### src/design/beam_trigger_macros.svh
`ifndef BEAM_TRIGGER_MACROS_SVH
`define BEAM_TRIGGER_MACROS_SVH

// width of one raw channel sample, signed
`define BT_NBITS 5

// samples delivered per clock on every channel
`define BT_NSAMP 8

// channels summed into one beam
`define BT_NCHAN 8

// thresholds and envelopes share this width so the compare needs no padding
`define BT_THBITS 18

// beam units chained on the threshold cascade
`define BT_NUNITS 2

`endif

### src/design/beam_trigger_pkg.sv
`include "beam_trigger_macros.svh"

package beam_trigger_pkg;

    // 8 signed channels of 5 bits sum to at most -128..120, so 3 growth bits
    localparam int FORM_BITS = `BT_NBITS + 3;
    localparam int SQ_BITS   = 2 * FORM_BITS - 1;      // (-128)^2 = 16384 fits in 15 bits
    localparam int HALF_BITS = SQ_BITS + 2;            // sum of four squares
    localparam int SQ_MAX    = 1 << (2 * (FORM_BITS - 1));
    localparam int ENV_MAX   = `BT_NSAMP * SQ_MAX;     // full 8-sample boxcar at full scale

    typedef logic signed [`BT_NBITS-1:0] sample_t;
    typedef sample_t [`BT_NCHAN-1:0][`BT_NSAMP-1:0] beam_word_t; // indexed [chan][samp]

    typedef struct packed {
        beam_word_t beam_a;
        beam_word_t beam_b;
    } beam_pair_t;

    typedef logic signed [FORM_BITS-1:0] form_t;      // one formed beam sample
    typedef form_t [`BT_NSAMP-1:0] form_word_t;

    typedef logic [SQ_BITS-1:0] square_t;
    typedef square_t [`BT_NSAMP-1:0] square_word_t;

    typedef struct packed {
        square_word_t sq_a;
        square_word_t sq_b;
    } square_pair_t;

    typedef logic [HALF_BITS-1:0] half_t;
    typedef logic [`BT_THBITS-1:0] env_t;

    typedef struct packed {
        env_t env_a;
        env_t env_b;
    } env_pair_t;

    typedef logic [`BT_THBITS-1:0] thresh_t;

    // kind 0 sits in the low bits so bit k of the strobes lines up with field k
    typedef struct packed {
        thresh_t kind1;
        thresh_t kind0;
    } thresh_casc_t;

endpackage

### src/design/dual_beam.sv
`timescale 1ns/1ps

module dual_beam import beam_trigger_pkg::*; (
    input  logic         clk_i,
    input  logic         arst_n_i,
    input  beam_pair_t   beams_i,
    input  thresh_casc_t thresh_casc_i,   // thresh_i for the first unit, else previous unit
    input  logic [1:0]   thresh_wr_i,
    input  logic [1:0]   thresh_update_i,
    output thresh_casc_t thresh_casc_o,
    output logic [3:0]   trigger_o
);

    square_pair_t squares;   // two cycles after the input word
    env_pair_t    env;       // two more cycles, then one to the trigger

    dual_beamform u_beamform (
        .clk_i     (clk_i),
        .arst_n_i  (arst_n_i),
        .beams_i   (beams_i),
        .squares_o (squares)
    );

    dual_envelope u_envelope (
        .clk_i     (clk_i),
        .arst_n_i  (arst_n_i),
        .squares_i (squares),
        .env_o     (env)
    );

    // the envelope is already threshold width, so it goes straight in
    dual_threshold u_threshold (
        .clk_i           (clk_i),
        .arst_n_i        (arst_n_i),
        .thresh_casc_i   (thresh_casc_i),
        .thresh_wr_i     (thresh_wr_i),
        .thresh_update_i (thresh_update_i),
        .env_i           (env),
        .thresh_casc_o   (thresh_casc_o),
        .trigger_o       (trigger_o)
    );

endmodule

### src/design/dual_beamform.sv
`timescale 1ns/1ps
`include "beam_trigger_macros.svh"

module dual_beamform import beam_trigger_pkg::*; (
    input  logic         clk_i,
    input  logic         arst_n_i,
    input  beam_pair_t   beams_i,
    output square_pair_t squares_o
);

    form_word_t form_a_q;   // formed beam A, one entry per sample index
    form_word_t form_b_q;   // formed beam B

    // adds all channels that share a sample index
    // each sample is sign extended to the formed width first, so the sum cannot wrap
    function automatic form_word_t form_beam(input beam_word_t word);
        form_word_t res;
        for (int s = 0; s < `BT_NSAMP; s++) begin
            res[s] = '0;
            for (int c = 0; c < `BT_NCHAN; c++) begin
                res[s] = res[s] + form_t'($signed(word[c][s]));
            end
        end
        return res;
    endfunction

    function automatic square_word_t square_beam(input form_word_t f);
        square_word_t res;
        logic signed [2*FORM_BITS-1:0] prod;
        for (int s = 0; s < `BT_NSAMP; s++) begin
            prod   = $signed(f[s]) * $signed(f[s]);   // always positive, top bit drops
            res[s] = prod[SQ_BITS-1:0];
        end
        return res;
    endfunction

    // the largest square comes from -128 and is exactly SQ_MAX
    function automatic logic squares_in_range(input square_pair_t sq);
        logic ok;
        ok = 1'b1;
        for (int s = 0; s < `BT_NSAMP; s++) begin
            ok &= (int'(sq.sq_a[s]) <= SQ_MAX) && (int'(sq.sq_b[s]) <= SQ_MAX);
        end
        return ok;
    endfunction

    always_ff @(posedge clk_i or negedge arst_n_i) begin
        if (!arst_n_i) begin
            form_a_q  <= '0;
            form_b_q  <= '0;
            squares_o <= '0;
        end else begin
            form_a_q       <= form_beam(beams_i.beam_a);  // stage 1, sum register
            form_b_q       <= form_beam(beams_i.beam_b);
            squares_o.sq_a <= square_beam(form_a_q);      // stage 2, square register
            squares_o.sq_b <= square_beam(form_b_q);
        end
    end

    a_square_range : assert property (@(posedge clk_i) disable iff (!arst_n_i)
        squares_in_range(squares_o));

endmodule

### src/design/dual_envelope.sv
`timescale 1ns/1ps
`include "beam_trigger_macros.svh"

module dual_envelope import beam_trigger_pkg::*; (
    input  logic         clk_i,
    input  logic         arst_n_i,
    input  square_pair_t squares_i,
    output env_pair_t    env_o
);

    // beam A is index 0 and beam B is index 1, so both beams run through the same loops
    square_word_t sq [2];
    half_t        lo_q      [2];   // squares 0..3 of the current clock
    half_t        hi_q      [2];   // squares 4..7 of the current clock
    half_t        hi_prev_q [2];   // squares 4..7 of the clock before
    env_t         win0      [2];   // window straddling the clock boundary
    env_t         win1      [2];   // window aligned to the clock
    env_t         env_q     [2];

    assign sq[0] = squares_i.sq_a;
    assign sq[1] = squares_i.sq_b;

    // four consecutive squares starting at base
    function automatic half_t half_sum(input square_word_t w, input int base);
        half_t acc;
        acc = '0;
        for (int i = 0; i < `BT_NSAMP / 2; i++) begin
            acc = acc + half_t'(w[base+i]);
        end
        return acc;
    endfunction

    // stage 1 splits each clock into two half windows
    // the old upper half is kept so the straddling window can be built
    always_ff @(posedge clk_i or negedge arst_n_i) begin
        if (!arst_n_i) begin
            for (int b = 0; b < 2; b++) begin
                lo_q[b]      <= '0;
                hi_q[b]      <= '0;
                hi_prev_q[b] <= '0;   // the clock before the first word counts as silence
            end
        end else begin
            for (int b = 0; b < 2; b++) begin
                lo_q[b]      <= half_sum(sq[b], 0);
                hi_q[b]      <= half_sum(sq[b], `BT_NSAMP / 2);
                hi_prev_q[b] <= hi_q[b];
            end
        end
    end

    // decimating the 8-sample boxcar by 4 leaves two windows per clock
    always_comb begin
        for (int b = 0; b < 2; b++) begin
            win1[b] = env_t'(lo_q[b]) + env_t'(hi_q[b]);
            win0[b] = env_t'(hi_prev_q[b]) + env_t'(lo_q[b]);
        end
    end

    // stage 2 keeps only the larger window, which is all the trigger cares about
    always_ff @(posedge clk_i or negedge arst_n_i) begin
        if (!arst_n_i) begin
            for (int b = 0; b < 2; b++) begin
                env_q[b] <= '0;
            end
        end else begin
            for (int b = 0; b < 2; b++) begin
                env_q[b] <= (win0[b] > win1[b]) ? win0[b] : win1[b];
            end
        end
    end

    assign env_o.env_a = env_q[0];
    assign env_o.env_b = env_q[1];

    // holds only while every square upstream stays at or below full scale
    a_env_range : assert property (@(posedge clk_i) disable iff (!arst_n_i)
        (int'(env_o.env_a) <= ENV_MAX) && (int'(env_o.env_b) <= ENV_MAX));

endmodule

### src/design/dual_threshold.sv
`timescale 1ns/1ps

module dual_threshold import beam_trigger_pkg::*; (
    input  logic         clk_i,
    input  logic         arst_n_i,
    input  thresh_casc_t thresh_casc_i,
    input  logic [1:0]   thresh_wr_i,
    input  logic [1:0]   thresh_update_i,
    input  env_pair_t    env_i,
    output thresh_casc_t thresh_casc_o,
    output logic [3:0]   trigger_o
);

    // all arrays below are indexed by threshold kind
    thresh_t casc_in  [2];
    thresh_t pend_a_q [2];   // first stop in this unit's part of the shift chain
    thresh_t pend_b_q [2];   // second stop, also what the next unit sees
    thresh_t act_a_q  [2];   // thresholds the compare actually uses
    thresh_t act_b_q  [2];

    assign casc_in[0] = thresh_casc_i.kind0;
    assign casc_in[1] = thresh_casc_i.kind1;

    always_ff @(posedge clk_i or negedge arst_n_i) begin
        if (!arst_n_i) begin
            for (int k = 0; k < 2; k++) begin
                pend_a_q[k] <= '0;
                pend_b_q[k] <= '0;
                act_a_q[k]  <= '1;   // nothing can exceed all ones
                act_b_q[k]  <= '1;
            end
        end else begin
            for (int k = 0; k < 2; k++) begin
                // a write shifts the chain by one place in every unit on the same edge
                if (thresh_wr_i[k]) begin
                    pend_a_q[k] <= casc_in[k];
                    pend_b_q[k] <= pend_a_q[k];
                end
                // the update sees the pending values from before any write on this edge
                if (thresh_update_i[k]) begin
                    act_a_q[k] <= pend_a_q[k];
                    act_b_q[k] <= pend_b_q[k];
                end
            end
        end
    end

    assign thresh_casc_o.kind0 = pend_b_q[0];
    assign thresh_casc_o.kind1 = pend_b_q[1];

    // bit order is A/kind0, B/kind0, A/kind1, B/kind1
    always_ff @(posedge clk_i or negedge arst_n_i) begin
        if (!arst_n_i) begin
            trigger_o <= '0;
        end else begin
            trigger_o[0] <= env_i.env_a > act_a_q[0];
            trigger_o[1] <= env_i.env_b > act_b_q[0];
            trigger_o[2] <= env_i.env_a > act_a_q[1];   // strictly greater, equal does not fire
            trigger_o[3] <= env_i.env_b > act_b_q[1];
        end
    end

    // an unknown here would come from an undriven threshold or envelope input
    a_trigger_known : assert property (@(posedge clk_i) disable iff (!arst_n_i)
        !$isunknown(trigger_o));

endmodule

### config.mk
export PLATFORM = sky130hd
export DESIGN_NAME = dual_beam
export DESIGN_NICKNAME = d
export VERILOG_FILES = /design/src/design/beam_trigger_pkg.sv /design/src/design/dual_beam.sv /design/src/design/dual_beamform.sv /design/src/design/dual_envelope.sv /design/src/design/dual_threshold.sv
export VERILOG_INCLUDE_DIRS = /design/src /design/src/design
export SDC_FILE = /design/constraint.sdc
export NUM_CORES = 2
export LEC_CHECK = 0
export ABC_CLOCK_PERIOD_IN_PS = 4800
export BUFFER_PORTS_ARGS = -buffer_cell sky130_fd_sc_hd__buf_2
export CAP_MARGIN = 15
export CORE_MARGIN = 2
export CORE_UTILIZATION = 40
export DETAILED_ROUTE_END_ITERATION = 10
export PLACE_DENSITY_LB_ADDON = 0.15
export REMOVE_ABC_BUFFERS = 1
export SETUP_SLACK_MARGIN = 0.1
export SKIP_CTS_REPAIR_TIMING = 1
export SYNTH_ARGS = -nofsm -noshare
export SYNTH_HDL_FRONTEND = slang
export SYNTH_HIERARCHICAL = 1
export SYNTH_SLANG_ARGS = --single-unit
### constraint.sdc
create_clock -name clk_i -period 4.8 [get_ports clk_i]
set_input_delay 0.96 -clock clk_i [delete_from_list [all_inputs] [get_ports clk_i]]
set_output_delay 0.96 -clock clk_i [all_outputs]
set_load 0.02 [all_outputs]
Word-level counts from Yosys, hierarchy flattened
Cells that the tools add are included.
Word-level totals
  bits in registers: 654
  memory bits (read-only): 0
  logic and storage cells: 201
  memories kept: 0
  output and inout bits: 40
  bits in latches: 0
  bits in writable memories: 0
Cells by class
  order comparisons: 6
  divide/modulo/power cells: 0
  shifts and indexed selects: 0
  multiplexer cells: 2
  bitwise gates (word level): 0
  multipliers: 16
  reduce and logical (&&, ||, !) cells: 0
  $add $sub $neg: 128
  equality and inequality tests: 0
Operators by type and width (number)
  8-bit by 5-bit adder with 8-bit output: 80
  8-bit by 8-bit multiplier with 15-bit output: 16
  17-bit by 15-bit adder with 17-bit output: 8
  6-bit by 5-bit adder with 7-bit output: 16
  18-bit > comparator: 6
  5-bit by 5-bit adder with 6-bit output: 16
  17-bit by 17-bit adder with 18-bit output: 4
  15-bit by 15-bit adder with 16-bit output: 4
  18-bit two-way mux: 2

Logic depth before layout (Yosys ltp)
  word-level depth: 7
  mapped depth: 20
  depth with buffers taken out: 18

By module
The synthesis kept the hierarchy.
Modules (own cells, without submodules)
  dual_beamform: cells an instance 5538, instances 1, area an instance 56596.8 sq um
  dual_envelope: cells an instance 1211, instances 1, area an instance 12947.4 sq um
  dual_threshold: cells an instance 629, instances 1, area an instance 7153.1 sq um

Worst setup path after synthesis
No wires, ideal clock.
  path kind: reg2reg
  start: register u_beamform/form_a_q[15] in the netlist's numbering
  end: register u_beamform/squares_o[148] in the netlist's numbering
  stages on the path, launching flop included: 15
  slack: 0.432 ns
  period minus slack after synthesis: 4.368 ns
  data arrival time: 4.229 ns
  cell sequence: dfrtp_1 clkbuf_1 nand2_1 fa_1 inv_1 fa_1 fa_1 inv_1 fa_1 inv_1 ha_1 or2_2 o31a_1 and3_1 or4b_1
On the way
  longest elaborated chain between the ends: 1
Ends and longest elaborated chain
  start: declaration: RTL line dual_beamform.sv:11  | form_word_t form_a_q;
  start signal: assignment: RTL line dual_beamform.sv:53  | form_a_q <= form_beam(beams_i.beam_a);
  8-bit by 8-bit multiplier with 15-bit output: RTL line dual_beamform.sv:31  | prod = $signed(f[s]) * $signed(f[s]);
  end: declaration: RTL line dual_beamform.sv:8  | output square_pair_t squares_o
Every way passes these cells.
A chain may end at the register's enable or synchronous reset.

Final worst setup path
  start: register u_beamform/form_a_q[14] in the netlist's numbering
  end: register u_beamform/squares_o[148] in the netlist's numbering
The elaborated chain is that of the path after synthesis.

==> flow_summary.json <==
{
  "status": "finished clean",
  "worstPathMaxFanout": 8,
  "tightest_slew_ps": 924.1,
  "period_needed_ps": 4528,
  "io_pins": 722,
  "route.detailed.drc": 0,
  "antenna_found_initial": 5,
  "totalWireLength_um": 164900,
  "grt_pass1_wl_um": 280900,
  "grt-ovfl-total": 0,
  "yosysTopAreaCell": "fa_1",
  "cp-end-kind": "flip-flop",
  "slew_violations": 0,
  "clock_sinks": 638,
  "firstDrtPassIters": 5,
  "die_area_um2": 195300,
  "start_util_pct": 40.29,
  "setup_viol": 0,
  "nNetsFinal": 10850,
  "setup_tns_ps": 0,
  "rows": 160,
  "post_dp_cell_area_um2": 83300,
  "finalHoldViolations": 0,
  "max_freq_ghz": 0.2208,
  "clkTransAtPathRegs_ps": 60,
  "cts_max_path_buffers": 3,
  "yosys_warnings": 6,
  "rrSetupSlack_ps": 270,
  "routed_via_density": 4.674,
  "drt-initial-drc-count": 2018,
  "clock-skew-final_ps": 47.11,
  "grt_max_degree": 111,
  "routedWlPerCell_um": 15.41,
  "vias": 49990,
  "start_kind": "flip-flop",
  "synth_top_cells_by_count": "1853 x inv_1, 1315 x fa_1, 739 x ha_1",
  "yosysMostFrequentCell": "inv_1",
  "period_share_pct": 94.34,
  "yosysSeqAreaShare_pct": 20.93,
  "hold_path.class": "in -> async",
  "post_synth_instance_area_um2": 76700,
  "worstRegToRegCells": 15,
  "synth.distinct_cells": 86,
  "synth_seq_cells": 638,
  "numCtsBuffers": 85,
  "core_area_um2": 190400,
  "synthArstFlopShare_pct": 100.0,
  "final_area_um2": 86400,
  "relSlewSlack_pct": 38.39,
  "ant_nets": 0,
  "cts_tree": "yes",
  "areaGrowthSynthToFinish_pct": 12.65,
  "pre_cts_ws_ps": -226.1,
  "netlist_top_cells_area": "fa_1 34%, dfrtp_1 18%, ha_1 12%, inv_1 9.1%, xnor2_1 5.0%",
  "synth_top_flop_cell": "dfrtp_1",
  "die_w_um": 441.9,
  "setup_ws_ps": 271.7,
  "grt_pass1_vias": 54970,
  "portBuffers": 721,
  "place_hpwl_um": 142100,
  "crit_required_ps": 5380,
  "crit_type": "reg -> reg",
  "root_buffer": "clkbuf_16",
  "synth_edf_count": 0,
  "rsz0062_at_grt": "yes",
  "grtUsageTotal_pct": 17.68,
  "crit_arrival_ps": 5110,
  "postSynthCellCount": 7378,
  "cts_max_level": 3,
  "die-height_um": 441.9,
  "avgSynthCellArea_um2": 10.40,
  "drv_cap": 0,
  "gp_congestion": 0.8478,
  "drive_above_1_share_pct": 14.13,
  "clkLatencyLatePin_ps": 710,
  "synth_top_area_share_pct": 34.32
}
[registers in the layout, indices dropped and copies added (netlist names), 34 cells and up]
register / cells
u_beamform/form_a_q: 64
u_beamform/form_b_q: 64
u_beamform/squares_o: 224
u_envelope/env_o: 36
u_envelope/hi_prev_q: 34
u_envelope/hi_q: 34
u_envelope/lo_q: 34
u_threshold/act_a_q: 36
u_threshold/act_b_q: 36
u_threshold/pend_a_q: 36
u_threshold/thresh_casc_o: 36
[cell type report]
cell class / count / area (µm²)
antenna: 3 / 7.507
clock buffer: 112 / 2349
timing repair buffer: 769 / 4054
multi-input combinational: 4764 / 53100
clock inverter: 46 / 733.2
tap: 2511 / 3142
fill: 18070 / 104000
inverter: 1853 / 6955
sequential: 638 / 16060
[cells by family after synthesis]
| kind of cell | synth area share, % |
|---|---|
| adder cells (fa/ha/maj) | 46.38 |
| flip-flops | 20.93 |
| XOR/XNOR | 5.630 |
| buffers and inverters | 9.914 |
| other | 0.004889 |
| multiplexers | 1.786 |
| AND/OR/NAND/NOR | 8.149 |
| AO/OA/AOI/OAI | 7.204 |
[critical path, cell delays in order (launching register included)]
cell,delay (ps)
dfrtp_1,510
inv_1,150
nor2_1,200
inv_1,90
fa_1,500
inv_1,50
fa_1,380
fa_1,510
inv_1,50
fa_1,470
inv_1,40
ha_1,300
or2_2,310
o31a_1,130
and3_1,170
or4b_1,530
[cell usage in the layout (no fill, tap or decap), types with 217 or more instances in the layout]
cell type | netlist | routed
a21oi_1 | 217 | 217
and2_1 | 217 | 217
buf_2 | 12 | 720
dfrtp_1 | 566 | 562
fa_1 | 1315 | 1315
ha_1 | 739 | 739
inv_1 | 1853 | 1853
nand2_1 | 353 | 353
nor2_1 | 234 | 234
xnor2_1 | 439 | 439
[final timing paths]
check / start / endpoint
min reg2reg: u_envelope/hi_q[17] / u_envelope/hi_prev_q[17]
min in group clk_i: u_envelope/hi_q[17] / u_envelope/hi_prev_q[17]
min: arst_n_i / u_beamform/form_a_q[26]
max in group asynchronous: arst_n_i / u_beamform/squares_o[87]
max reg2reg: u_beamform/form_a_q[14] / u_beamform/squares_o[148]
max: u_beamform/form_a_q[14] / u_beamform/squares_o[148]
[routing by layer]
metal / global-route usage, % / up-vias / share of wire (%)
li1: - / 24120 / -
met1: 24.62 / 24920 / 47
met2: 29.00 / 781 / 47
met3: 2.286 / 169 / 3.5
met4: 4.876 / 2 / 2.7
met5: 0 / - / 0.0079
[stage by stage]
step | cells | utilization [%] | hold WS, ps
after global placement | 10540 | 43.75 | 361.7
after CTS | 10690 | 45.37 | 291.5
after detailed placement | 10540 | 43.75 | 373.3
after floorplan | 7255 | - | 357.4
final | 10700 | 45.38 | 330.7
after global routing | 10700 | 45.38 | 348.6
Power is left out: the tool's default activity adds up to more than one toggle a clock period on the data nets, which glitch-free logic cannot reach.
